==> config.mk <==
export PLATFORM = sky130hd
export DESIGN_NAME = edge_fetch_top
export DESIGN_NICKNAME = d
export VERILOG_FILES = /design/src/rtl/edge_pkg.sv /design/src/rtl/edge_cfg_regs.sv /design/src/rtl/edge_job_control.sv /design/src/rtl/cacheline_stream.sv /design/src/rtl/edge_fifo.sv /design/src/rtl/edge_fetch_top.sv
export SDC_FILE = /design/constraint.sdc
export NUM_CORES = 2
export LEC_CHECK = 0
export ABC_AREA = 0
export CORE_MARGIN = 1
export CORE_UTILIZATION = 38
export DETAILED_ROUTE_END_ITERATION = 16
export DONT_BUFFER_PORTS = 1
export GPL_TIMING_DRIVEN = 0
export HOLD_SLACK_MARGIN = 0.03
export PLACE_DENSITY_LB_ADDON = 0.1
export SETUP_SLACK_MARGIN = 0.3
export SYNTH_ARGS = -nofsm -noshare
export SYNTH_HDL_FRONTEND = slang
export SYNTH_SLANG_ARGS = --single-unit
==> constraint.sdc <==
create_clock -name clock -period 10.65 [get_ports clock]
set_input_delay 1.5975 -clock clock [delete_from_list [all_inputs] [get_ports clock]]
set_output_delay 1.5975 -clock clock [all_outputs]
set_load 0.01 [all_outputs]
==> src/rtl/edge_pkg.sv <==
package edge_pkg;

	////////////////////////////////////////////////////////////
	// sizes
	////////////////////////////////////////////////////////////
	localparam int word_bits     = 32;
	localparam int line_words    = 8;
	localparam int line_bits     = word_bits * line_words; // 256
	localparam int addr_bits     = 32;
	localparam int count_bits    = 16;
	localparam int apb_addr_bits = 8;

	// which inverse edge array a read belongs to
	typedef enum logic [1:0] {
		array_src    = 2'd0,
		array_dest   = 2'd1,
		array_weight = 2'd2
	} edge_array_t;

	////////////////////////////////////////////////////////////
	// register map
	////////////////////////////////////////////////////////////
	localparam logic [apb_addr_bits-1:0] reg_ctrl        = 8'h00; // bit 0 enable
	localparam logic [apb_addr_bits-1:0] reg_src_base    = 8'h04;
	localparam logic [apb_addr_bits-1:0] reg_dest_base   = 8'h08;
	localparam logic [apb_addr_bits-1:0] reg_weight_base = 8'h0C;
	localparam logic [apb_addr_bits-1:0] reg_edge_count  = 8'h10; // read only

	////////////////////////////////////////////////////////////
	// shared structs
	////////////////////////////////////////////////////////////
	typedef struct packed {
		logic                  valid;
		logic [count_bits-1:0] edge_idx;   // first edge of the vertex
		logic [count_bits-1:0] edge_count;
	} vertex_job_t;

	typedef struct packed {
		edge_array_t array;
		logic [2:0]  shift;       // word offset of first wanted word
		logic [3:0]  real_count;  // 1 to 8 words used
	} read_tag_t;

	typedef struct packed {
		logic                 valid;
		logic [3:0]           unit_id;
		logic [addr_bits-1:0] address; // line aligned
		read_tag_t            tag;
	} read_cmd_t;

	typedef struct packed {
		logic                 valid;
		read_tag_t            tag;
		logic [line_bits-1:0] data;
	} read_resp_t;

	typedef struct packed {
		logic                  valid;
		logic [count_bits-1:0] id;
		logic [word_bits-1:0]  src;
		logic [word_bits-1:0]  dest;
		logic [word_bits-1:0]  weight;
	} edge_t;

	typedef struct packed {
		logic                 enable;
		logic [addr_bits-1:0] src_base;
		logic [addr_bits-1:0] dest_base;
		logic [addr_bits-1:0] weight_base;
	} edge_cfg_t;

endpackage

==> src/rtl/edge_cfg_regs.sv <==
`timescale 1ns/1ns

module edge_cfg_regs (
	input  logic                               clock,
	input  logic                               rstn,
	input  logic                               psel,
	input  logic                               penable,
	input  logic                               pwrite,
	input  logic [edge_pkg::apb_addr_bits-1:0] paddr,
	input  logic [31:0]                        pwdata,
	output logic [31:0]                        prdata,
	output logic                               pready,
	output logic                               pslverr,
	input  logic                               edge_pop,
	output edge_pkg::edge_cfg_t                cfg
);

	logic        access;     // apb access phase
	logic        mapped;
	logic        wr_ok;
	logic [31:0] edge_count; // edges delivered to the consumer

	assign access = psel & penable;
	assign pready = 1'b1; // no wait states

	// read mux and address decode
	always_comb begin
		mapped = 1'b1;
		prdata = '0;
		case (paddr)
			edge_pkg::reg_ctrl:        prdata = {31'b0, cfg.enable};
			edge_pkg::reg_src_base:    prdata = cfg.src_base;
			edge_pkg::reg_dest_base:   prdata = cfg.dest_base;
			edge_pkg::reg_weight_base: prdata = cfg.weight_base;
			edge_pkg::reg_edge_count:  prdata = edge_count;
			default:                   mapped = 1'b0;
		endcase
	end

	// counter is read only
	assign pslverr = access & (~mapped | (pwrite & (paddr == edge_pkg::reg_edge_count)));
	assign wr_ok   = access & pwrite & ~pslverr;

	always_ff @(posedge clock or negedge rstn) begin
		if (~rstn) begin
			cfg <= '0;
		end else if (wr_ok) begin
			case (paddr)
				edge_pkg::reg_ctrl:        cfg.enable      <= pwdata[0];
				edge_pkg::reg_src_base:    cfg.src_base    <= pwdata;
				edge_pkg::reg_dest_base:   cfg.dest_base   <= pwdata;
				edge_pkg::reg_weight_base: cfg.weight_base <= pwdata;
				default: ;
			endcase
		end
	end

	always_ff @(posedge clock or negedge rstn) begin
		if (~rstn)
			edge_count <= '0;
		else if (edge_pop)
			edge_count <= edge_count + 32'd1;
	end

endmodule

==> src/rtl/edge_job_control.sv <==
`timescale 1ns/1ns

module edge_job_control #(
	parameter logic [3:0] unit_id    = 4'd1,
	parameter int         fifo_depth = 16
) (
	input  logic                                 clock,
	input  logic                                 rstn,
	input  edge_pkg::edge_cfg_t                  cfg,
	input  edge_pkg::vertex_job_t                vertex_job,
	output logic                                 vertex_ready,
	output edge_pkg::read_cmd_t                  read_cmd,
	input  logic                                 read_cmd_ready,
	input  logic                                 read_resp_valid,
	input  logic [2:0]                           lines_ready,
	input  logic                                 fifo_alfull,
	output logic                                 fill,
	output logic [2:0]                           cur_shift,
	output logic [3:0]                           cur_count,  // edges left in chunk
	output logic [edge_pkg::count_bits-1:0]      cur_first   // id of the next edge
);

	// a chunk never holds more than the fifo can take
	localparam int max_chunk = (fifo_depth < edge_pkg::line_words) ?
		fifo_depth : edge_pkg::line_words;

	typedef enum logic [2:0] {
		st_idle, st_init, st_calc, st_send_src, st_send_dest, st_send_weight, st_wait
	} state_t;

	state_t                          state, next_state;
	edge_pkg::vertex_job_t           job_q;
	logic [edge_pkg::count_bits-1:0] remaining;   // edges not yet in a chunk
	logic [1:0]                      outstanding; // reads in flight
	logic [3:0]                      room;
	logic [3:0]                      chunk_len;
	logic                            cmd_accept;
	logic [edge_pkg::addr_bits-1:0]  base_addr;
	logic [edge_pkg::addr_bits-1:0]  byte_off;
	logic [edge_pkg::addr_bits-1:0]  line_addr;

	assign vertex_ready = (state == st_idle) & cfg.enable;
	assign cmd_accept   = read_cmd.valid & read_cmd_ready;
	assign fill = (state == st_wait) & (&lines_ready) & (outstanding == 2'd0);

	////////////////////////////////////////////////////////////
	// chunk rule
	////////////////////////////////////////////////////////////
	always_comb begin
		room = 4'(edge_pkg::line_words) - {1'b0, cur_first[2:0]};
		if (room > 4'(max_chunk))
			room = 4'(max_chunk);
		chunk_len = (remaining < 16'(room)) ? remaining[3:0] : room;
	end

	////////////////////////////////////////////////////////////
	// fsm
	////////////////////////////////////////////////////////////
	always_comb begin
		next_state = state;
		case (state)
			st_idle:        if (vertex_ready & vertex_job.valid) next_state = st_init;
			st_init: begin
				if (job_q.edge_count == '0)
					next_state = st_idle; // nothing to fetch
				else if (~fifo_alfull)
					next_state = st_calc;
			end
			st_calc:        next_state = st_send_src;
			st_send_src:    if (read_cmd_ready) next_state = st_send_dest;
			st_send_dest:   if (read_cmd_ready) next_state = st_send_weight;
			st_send_weight: if (read_cmd_ready) next_state = st_wait;
			st_wait: begin
				// chunk fully pushed, look at the next one
				if (cur_count == 4'd0 && outstanding == 2'd0) begin
					if (remaining == '0)
						next_state = st_idle;
					else if (~fifo_alfull)
						next_state = st_calc;
				end
			end
			default:        next_state = st_idle;
		endcase
	end

	always_ff @(posedge clock or negedge rstn) begin
		if (~rstn) begin
			state     <= st_idle;
			job_q     <= '0;
			remaining <= '0;
			cur_first <= '0;
			cur_shift <= '0;
			cur_count <= '0;
		end else begin
			state <= next_state;
			case (state)
				st_idle: if (vertex_ready & vertex_job.valid) job_q <= vertex_job;
				st_init: begin
					cur_first <= job_q.edge_idx;
					remaining <= job_q.edge_count;
				end
				st_calc: begin
					cur_shift <= cur_first[2:0];
					cur_count <= chunk_len;
					remaining <= remaining - 16'(chunk_len);
				end
				st_wait: begin
					if (fill && cur_count != 4'd0) begin
						cur_count <= cur_count - 4'd1;
						cur_first <= cur_first + 16'd1; // next chunk starts here
					end
				end
				default: ;
			endcase
		end
	end

	////////////////////////////////////////////////////////////
	// read command and response tracking
	////////////////////////////////////////////////////////////
	always_comb begin
		read_cmd = '0;
		case (state)
			st_send_dest:   base_addr = cfg.dest_base;
			st_send_weight: base_addr = cfg.weight_base;
			default:        base_addr = cfg.src_base;
		endcase
		byte_off = '0;
		byte_off[edge_pkg::count_bits+1:0] = {cur_first, 2'b00}; // 4 bytes per edge
		line_addr = base_addr + byte_off;
		read_cmd.valid   = (state == st_send_src) | (state == st_send_dest) |
			(state == st_send_weight);
		read_cmd.unit_id = unit_id;
		read_cmd.address = {line_addr[edge_pkg::addr_bits-1:5], 5'b0};
		case (state)
			st_send_dest:   read_cmd.tag.array = edge_pkg::array_dest;
			st_send_weight: read_cmd.tag.array = edge_pkg::array_weight;
			default:        read_cmd.tag.array = edge_pkg::array_src;
		endcase
		read_cmd.tag.shift      = cur_shift;
		read_cmd.tag.real_count = cur_count;
	end

	always_ff @(posedge clock or negedge rstn) begin
		if (~rstn)
			outstanding <= '0;
		else if (cmd_accept & ~read_resp_valid)
			outstanding <= outstanding + 2'd1;
		else if (read_resp_valid & ~cmd_accept)
			outstanding <= outstanding - 2'd1;
	end

endmodule

==> src/rtl/cacheline_stream.sv <==
`timescale 1ns/1ns

module cacheline_stream #(
	parameter edge_pkg::edge_array_t array_sel = edge_pkg::array_src
) (
	input  logic                             clock,
	input  logic                             rstn,
	input  edge_pkg::read_resp_t             read_resp,
	input  logic [2:0]                       shift,
	input  logic                             fill,
	output logic [edge_pkg::word_bits-1:0]   word,
	output logic                             line_ready
);

	logic [edge_pkg::line_bits-1:0] line;
	logic [3:0]                     fills_left;
	logic                           capture;
	logic                           advance;

	assign capture = read_resp.valid & (read_resp.tag.array == array_sel);
	assign advance = fill & line_ready;
	assign word    = line[edge_pkg::word_bits-1:0]; // lowest word goes out first

	// line data, dropping the words before the first wanted edge
	always_ff @(posedge clock) begin
		if (capture)
			line <= read_resp.data >> {shift, 5'b0};
		else if (advance)
			line <= line >> edge_pkg::word_bits;
	end

	always_ff @(posedge clock or negedge rstn) begin
		if (~rstn) begin
			line_ready <= 1'b0;
			fills_left <= '0;
		end else if (capture) begin
			line_ready <= 1'b1;
			fills_left <= read_resp.tag.real_count;
		end else if (advance) begin
			fills_left <= fills_left - 4'd1;
			if (fills_left == 4'd1)
				line_ready <= 1'b0; // last word of the chunk
		end
	end

endmodule

==> src/rtl/edge_fifo.sv <==
`timescale 1ns/1ns

module edge_fifo #(
	parameter int depth = 16
) (
	input  logic            clock,
	input  logic            rstn,
	input  logic            push,
	input  edge_pkg::edge_t data_in,
	input  logic            pop,
	output edge_pkg::edge_t data_out,
	output logic            full,
	output logic            alfull
);

	localparam int ptr_bits = $clog2(depth);

	edge_pkg::edge_t     mem [depth];
	logic [ptr_bits-1:0] wr_ptr;
	logic [ptr_bits-1:0] rd_ptr;
	logic [ptr_bits:0]   count;
	logic                do_push;
	logic                do_pop;

	assign do_push = push & ~full;
	assign do_pop  = pop & (count != '0);
	assign full    = (int'(count) == depth);
	assign alfull  = (depth - int'(count)) < edge_pkg::line_words; // no room for a chunk

	// head entry shown directly
	always_comb begin
		data_out       = mem[rd_ptr];
		data_out.valid = (count != '0);
	end

	always_ff @(posedge clock) begin
		if (do_push)
			mem[wr_ptr] <= data_in;
	end

	always_ff @(posedge clock or negedge rstn) begin
		if (~rstn) begin
			wr_ptr <= '0;
			rd_ptr <= '0;
			count  <= '0;
		end else begin
			if (do_push)
				wr_ptr <= (wr_ptr == ptr_bits'(depth - 1)) ? '0 : wr_ptr + 1'b1;
			if (do_pop)
				rd_ptr <= (rd_ptr == ptr_bits'(depth - 1)) ? '0 : rd_ptr + 1'b1;
			case ({do_push, do_pop})
				2'b10:   count <= count + 1'b1;
				2'b01:   count <= count - 1'b1;
				default: ;
			endcase
		end
	end

endmodule

==> src/rtl/edge_fetch_top.sv <==
`timescale 1ns/1ns

module edge_fetch_top #(
	parameter logic [3:0] unit_id    = 4'd1,
	parameter int         fifo_depth = 16
) (
	input  logic                               clock,
	input  logic                               rstn,
	input  logic                               psel,
	input  logic                               penable,
	input  logic                               pwrite,
	input  logic [edge_pkg::apb_addr_bits-1:0] paddr,
	input  logic [31:0]                        pwdata,
	output logic [31:0]                        prdata,
	output logic                               pready,
	output logic                               pslverr,
	input  edge_pkg::vertex_job_t              vertex_job,
	output logic                               vertex_ready,
	output edge_pkg::read_cmd_t                read_cmd,
	input  logic                               read_cmd_ready,
	input  edge_pkg::read_resp_t               read_resp,
	output edge_pkg::edge_t                    edge_out,
	input  logic                               edge_ready
);

	edge_pkg::edge_cfg_t             cfg;
	edge_pkg::edge_t                 edge_in;
	logic                            edge_pop;
	logic                            fill;
	logic                            push;
	logic [2:0]                      lines_ready; // {weight, dest, src}
	logic [2:0]                      cur_shift;
	logic [3:0]                      cur_count;
	logic [edge_pkg::count_bits-1:0] cur_first;
	logic [edge_pkg::word_bits-1:0]  src_word;
	logic [edge_pkg::word_bits-1:0]  dest_word;
	logic [edge_pkg::word_bits-1:0]  weight_word;
	logic                            fifo_full;
	logic                            fifo_alfull;

	assign edge_pop = edge_out.valid & edge_ready;
	assign push     = fill & (cur_count != 4'd0) & ~fifo_full; // one edge per fill

	always_comb begin
		edge_in.valid  = push;
		edge_in.id     = cur_first;
		edge_in.src    = src_word;
		edge_in.dest   = dest_word;
		edge_in.weight = weight_word;
	end

	edge_cfg_regs i_edge_cfg_regs (
		.clock(clock), .rstn(rstn),
		.psel(psel), .penable(penable), .pwrite(pwrite),
		.paddr(paddr), .pwdata(pwdata),
		.prdata(prdata), .pready(pready), .pslverr(pslverr),
		.edge_pop(edge_pop), .cfg(cfg)
	);

	edge_job_control #(.unit_id(unit_id), .fifo_depth(fifo_depth)) i_edge_job_control (
		.clock(clock), .rstn(rstn), .cfg(cfg),
		.vertex_job(vertex_job), .vertex_ready(vertex_ready),
		.read_cmd(read_cmd), .read_cmd_ready(read_cmd_ready),
		.read_resp_valid(read_resp.valid), .lines_ready(lines_ready),
		.fifo_alfull(fifo_alfull), .fill(fill),
		.cur_shift(cur_shift), .cur_count(cur_count), .cur_first(cur_first)
	);

	////////////////////////////////////////////////////////////
	// one stream per inverse edge array
	////////////////////////////////////////////////////////////
	cacheline_stream #(.array_sel(edge_pkg::array_src)) i_stream_src (
		.clock(clock), .rstn(rstn), .read_resp(read_resp), .shift(cur_shift),
		.fill(push), .word(src_word), .line_ready(lines_ready[0])
	);

	cacheline_stream #(.array_sel(edge_pkg::array_dest)) i_stream_dest (
		.clock(clock), .rstn(rstn), .read_resp(read_resp), .shift(cur_shift),
		.fill(push), .word(dest_word), .line_ready(lines_ready[1])
	);

	cacheline_stream #(.array_sel(edge_pkg::array_weight)) i_stream_weight (
		.clock(clock), .rstn(rstn), .read_resp(read_resp), .shift(cur_shift),
		.fill(push), .word(weight_word), .line_ready(lines_ready[2])
	);

	edge_fifo #(.depth(fifo_depth)) i_edge_fifo (
		.clock(clock), .rstn(rstn),
		.push(push), .data_in(edge_in),
		.pop(edge_pop), .data_out(edge_out),
		.full(fifo_full), .alfull(fifo_alfull)
	);

endmodule

==> qor.txt <==
===============================================================================================
Violations in the final reports                                                    capacitance limit, slew limit
Synth Flop Type                                                                        edfxtp_1
Post-DP HPWL                                                                          264000 um
Ranking of synthesized cells by instance count                                     edfxtp_1, nand2_1, o21ai_0
Final min period                                                                        7720 ps
Total gr overflow                                                                             0
Number of sinks driven by the clock tree                                                   2793
First drt pass iteration count                                                                6
# port buffers                                                                                0
Worst Path Required                                                                     9050 ps
Layout Cells excl Fill                                                                    11.8k
Area delta synth->final                                                                   14.4%
Die area                                                                            311000 um^2
Seq/Total Area, Yosys                                                                     0.706
Count of max-cap constraint violations                                                        1
Total routing resource utilization after global routing                                   0.241
DRC Markers                                                                                   0
Finish-stage setup viols                                                                      0
Violation count after the first detailed-route iteration                                   6653
Final instance area                                                                 134000 um^2
Mean cell area of the mapped netlist                                                  16.7 um^2
Per-cell routed wire length                                                             32.0 um
H-tree levels                                                                                 5
Inserted Clock Buffers                                                                      311
Synthesized instance count                                                                 7015
Slew Limit Fails                                                                              2
Achievable frequency                                                                  0.130 GHz
Status                                                                             complete, but fails checks
Asr flop ratio synth                                                                     0.0834
Tcrit/Tclk final                                                                          0.724
Leak pwr                                                                                44.7 nW
Via count of the first global-routing pass                                                67.8k
Data arrival time at the worst-slack endpoint                                           6120 ps
Pin slew with the least headroom to its limit                                           1500 ps
Count of state elements after synthesis                                                    2793
Clock tree buffer depth                                                                       4
Final count of hold timing violations                                                         0
Total via count in the routed design                                                      65.8k
Startpoint class of the critical path                                                 flip-flop
Antenna violations before repair                                                             17
DIE WIDTH                                                                                557 um
Initial Util                                                                              0.383
Number of warnings reported in the yosys synthesis log                                        0
Maximum vdd ir drop                                                                    0.137 mV
Std-Cell Core Area                                                                  306000 um^2
Yosys cell types                                                                             85
Kind of critical path                                                              flip-flop to output pin
Post-Synthesis Cell Area                                                            117000 um^2
Floorplan die height                                                                     557 um
Placed Cells incl. Taps                                                                   11.2k
CTS hold repair buffers                                                                       0
Area of combinational cells with multiple inputs                                     32700 um^2
Antenna-violating nets left                                                                   0
Fraction of final layout cells sized beyond drive strength 1                              0.174
Final layout net count                                                                     7810
Clock network latency to the later pin of the worst-skew pair                            920 ps
Maximum fanout count along the critical path                                                 10
Top area cells in the synthesized netlist                                          edfxtp_1, mux4_2, dfrtp_1, o21ai_0, nand2_1
Fillers                                                                                   27.3k
I/O pins                                                                                    540
Utilization after layout                                                                  0.438
RSZ-0062 raised after global routing                                                      false
Min Hold Slack                                                                           428 ps
RePlAce Congestion                                                                        0.889
Clock input transition at the sequential cells of the worst setup and hold paths          60 ps
Final worst clock skew                                                                  58.7 ps
Placed inst area                                                                    124000 um^2
Number of enable flip-flop cells after synthesis                                           2560
Power density over the cells                                                        242 nW/um^2
Worst max-slew margin expressed relative to the limit                                   -0.0120
Class of the most critical hold timing path                                        primary input to asynchronous set/reset pin
Detail-routed via count per cell                                                           5.59
Total wire length after detailed routing                                              377000 um
Global-route wire length before repair                                                526000 um
Clk root buf                                                                          clkbuf_16
Floorplan row count                                                                         203
Leading cell type by number of instances after synthesis                               edfxtp_1
Top-area cell type share of the netlist area                                              0.656
CTS tree                                                                                   done
# resized after CTS                                                                           0
Critical Path End Type                                                               output pin
Post-CTS Setup Repair Bufs                                                                    0
Area taken by flip-flops and latches                                                 82700 um^2
Synth area leader                                                                      edfxtp_1
Largest net degree at the start of global routing                                           234
===============================================================================================
## final timing paths
path / startpoint / end / slack (ps) / depth (start not counted)
max reg2reg: i_edge_job_control.cur_first[1]$_DFFE_PN0P_ / i_edge_job_control.remaining[15]$_DFFE_PN0P_ / 4800 / 18
max: i_edge_job_control.state[0]$_DFFE_PN0P_ / read_cmd[36] / 2930 / 14
min in group clock: i_edge_job_control.outstanding[1]$_DFFE_PN0P_ / i_edge_job_control.outstanding[1]$_DFFE_PN0P_ / 470 / 1
min reg2reg: i_edge_job_control.outstanding[1]$_DFFE_PN0P_ / i_edge_job_control.outstanding[1]$_DFFE_PN0P_ / 470 / 1
min: rstn / i_edge_fifo.rd_ptr[3]$_DFFE_PN0P_ / 430 / 0
max in group asynchronous: rstn / i_edge_job_control.job_q[7]$_DFFE_PN0P_ / 9360 / 0
## final cells by class
type | count | share of cell area
antenna | 17 | 0.000317
buffer | 466 | 0.0138
clock buffer | 385 | 0.0612
clock inverter | 169 | 0.0107
inverter | 35 | 0.000980
multi-input combinational | 3729 | 0.244
sequential | 2793 | 0.617
tap | 4100 | 0.0383
timing repair buffer | 83 | 0.0141
## power breakdown
group,total [mW],switching [mW],internal (mW)
Combinational,9.24,5.88,3.36
Clock,10.3,4.45,5.84
Sequential,12.9,0.416,12.4
## per-stage QoR
| stage | setup TNS (ps) | power [mW] | setup slack (ps) |
|---|---|---|---|
| after floorplan | 0 | 18.6 | 1840 |
| after global placement | -3229730 | 22.4 | -4710 |
| after detailed placement | 0 | 22.4 | 3900 |
| after CTS | 0 | 32.8 | 2920 |
| after global routing | 0 | 33.6 | 2630 |
| final | 0 | 32.4 | 2930 |
## registers in the layout (all words and copies together) (netlist names), 16 cells and up
name and count:
i_edge_cfg_regs.cfg 97, i_stream_src.line 256, i_edge_cfg_regs.edge_count 32, i_stream_weight.line 256, i_edge_job_control.remaining 16, i_edge_job_control.job_q 32
i_edge_fifo.mem 1792, i_stream_dest.line 256, i_edge_job_control.cur_first 16
## metal layers
| metal | global-route usage | share of wire | up-vias |
|---|---|---|---|
| met1 | 0.340 | 0.44 | 34600 |
| met5 | 0 | 0.000072 | - |
| met4 | 0.0555 | 0.023 | 4 |
| met2 | 0.390 | 0.48 | 2319 |
| met3 | 0.0411 | 0.063 | 456 |
| li1 | - | - | 28400 |
## cell usage in the layout (no fill, tap or decap), types with 104 or more instances in the layout
cell type,n
edfxtp_1,2560
dfrtp_1,233
o21ai_0,734
clkbuf_1,423
a211oi_1,105
mux4_2,624
a21oi_1,168
nor2_1,104
mux2_2,112
clkbuf_16,314
nand2_1,902
mux2i_1,191
## kinds of logic (layout without fill, tap and decap cells)
kind of cell / count (synthesis) / count (layout) / synth area share
AO/OA/AOI/OAI: 1169 / 1169 / 0.0566
XOR/XNOR: 77 / 77 / 0.00575
adder cells (fa/ha/maj): 45 / 45 / 0.00493
buffers and inverters: 501 / 1138 / 0.0168
flip-flops: 2793 / 2793 / 0.706
multiplexers: 1021 / 1021 / 0.156
other: 2 / 27 / 0.0000641
AND/OR/NAND/NOR: 1407 / 1407 / 0.0543
## worst max-delay path, stage by stage (launching register included)
cell     delay (ps)
dfrtp_1         520
buf_2           420
buf_2           370
buf_2           320
buf_1           600
mux2i_1         140
o21ai_0         630
ha_1            410
and4_1          240
and3_1          190
a41oi_1         520
a21oi_1         170
buf_2           230
nand4_1         110
xor2_1          340
(Power assumes the default switching activity.)
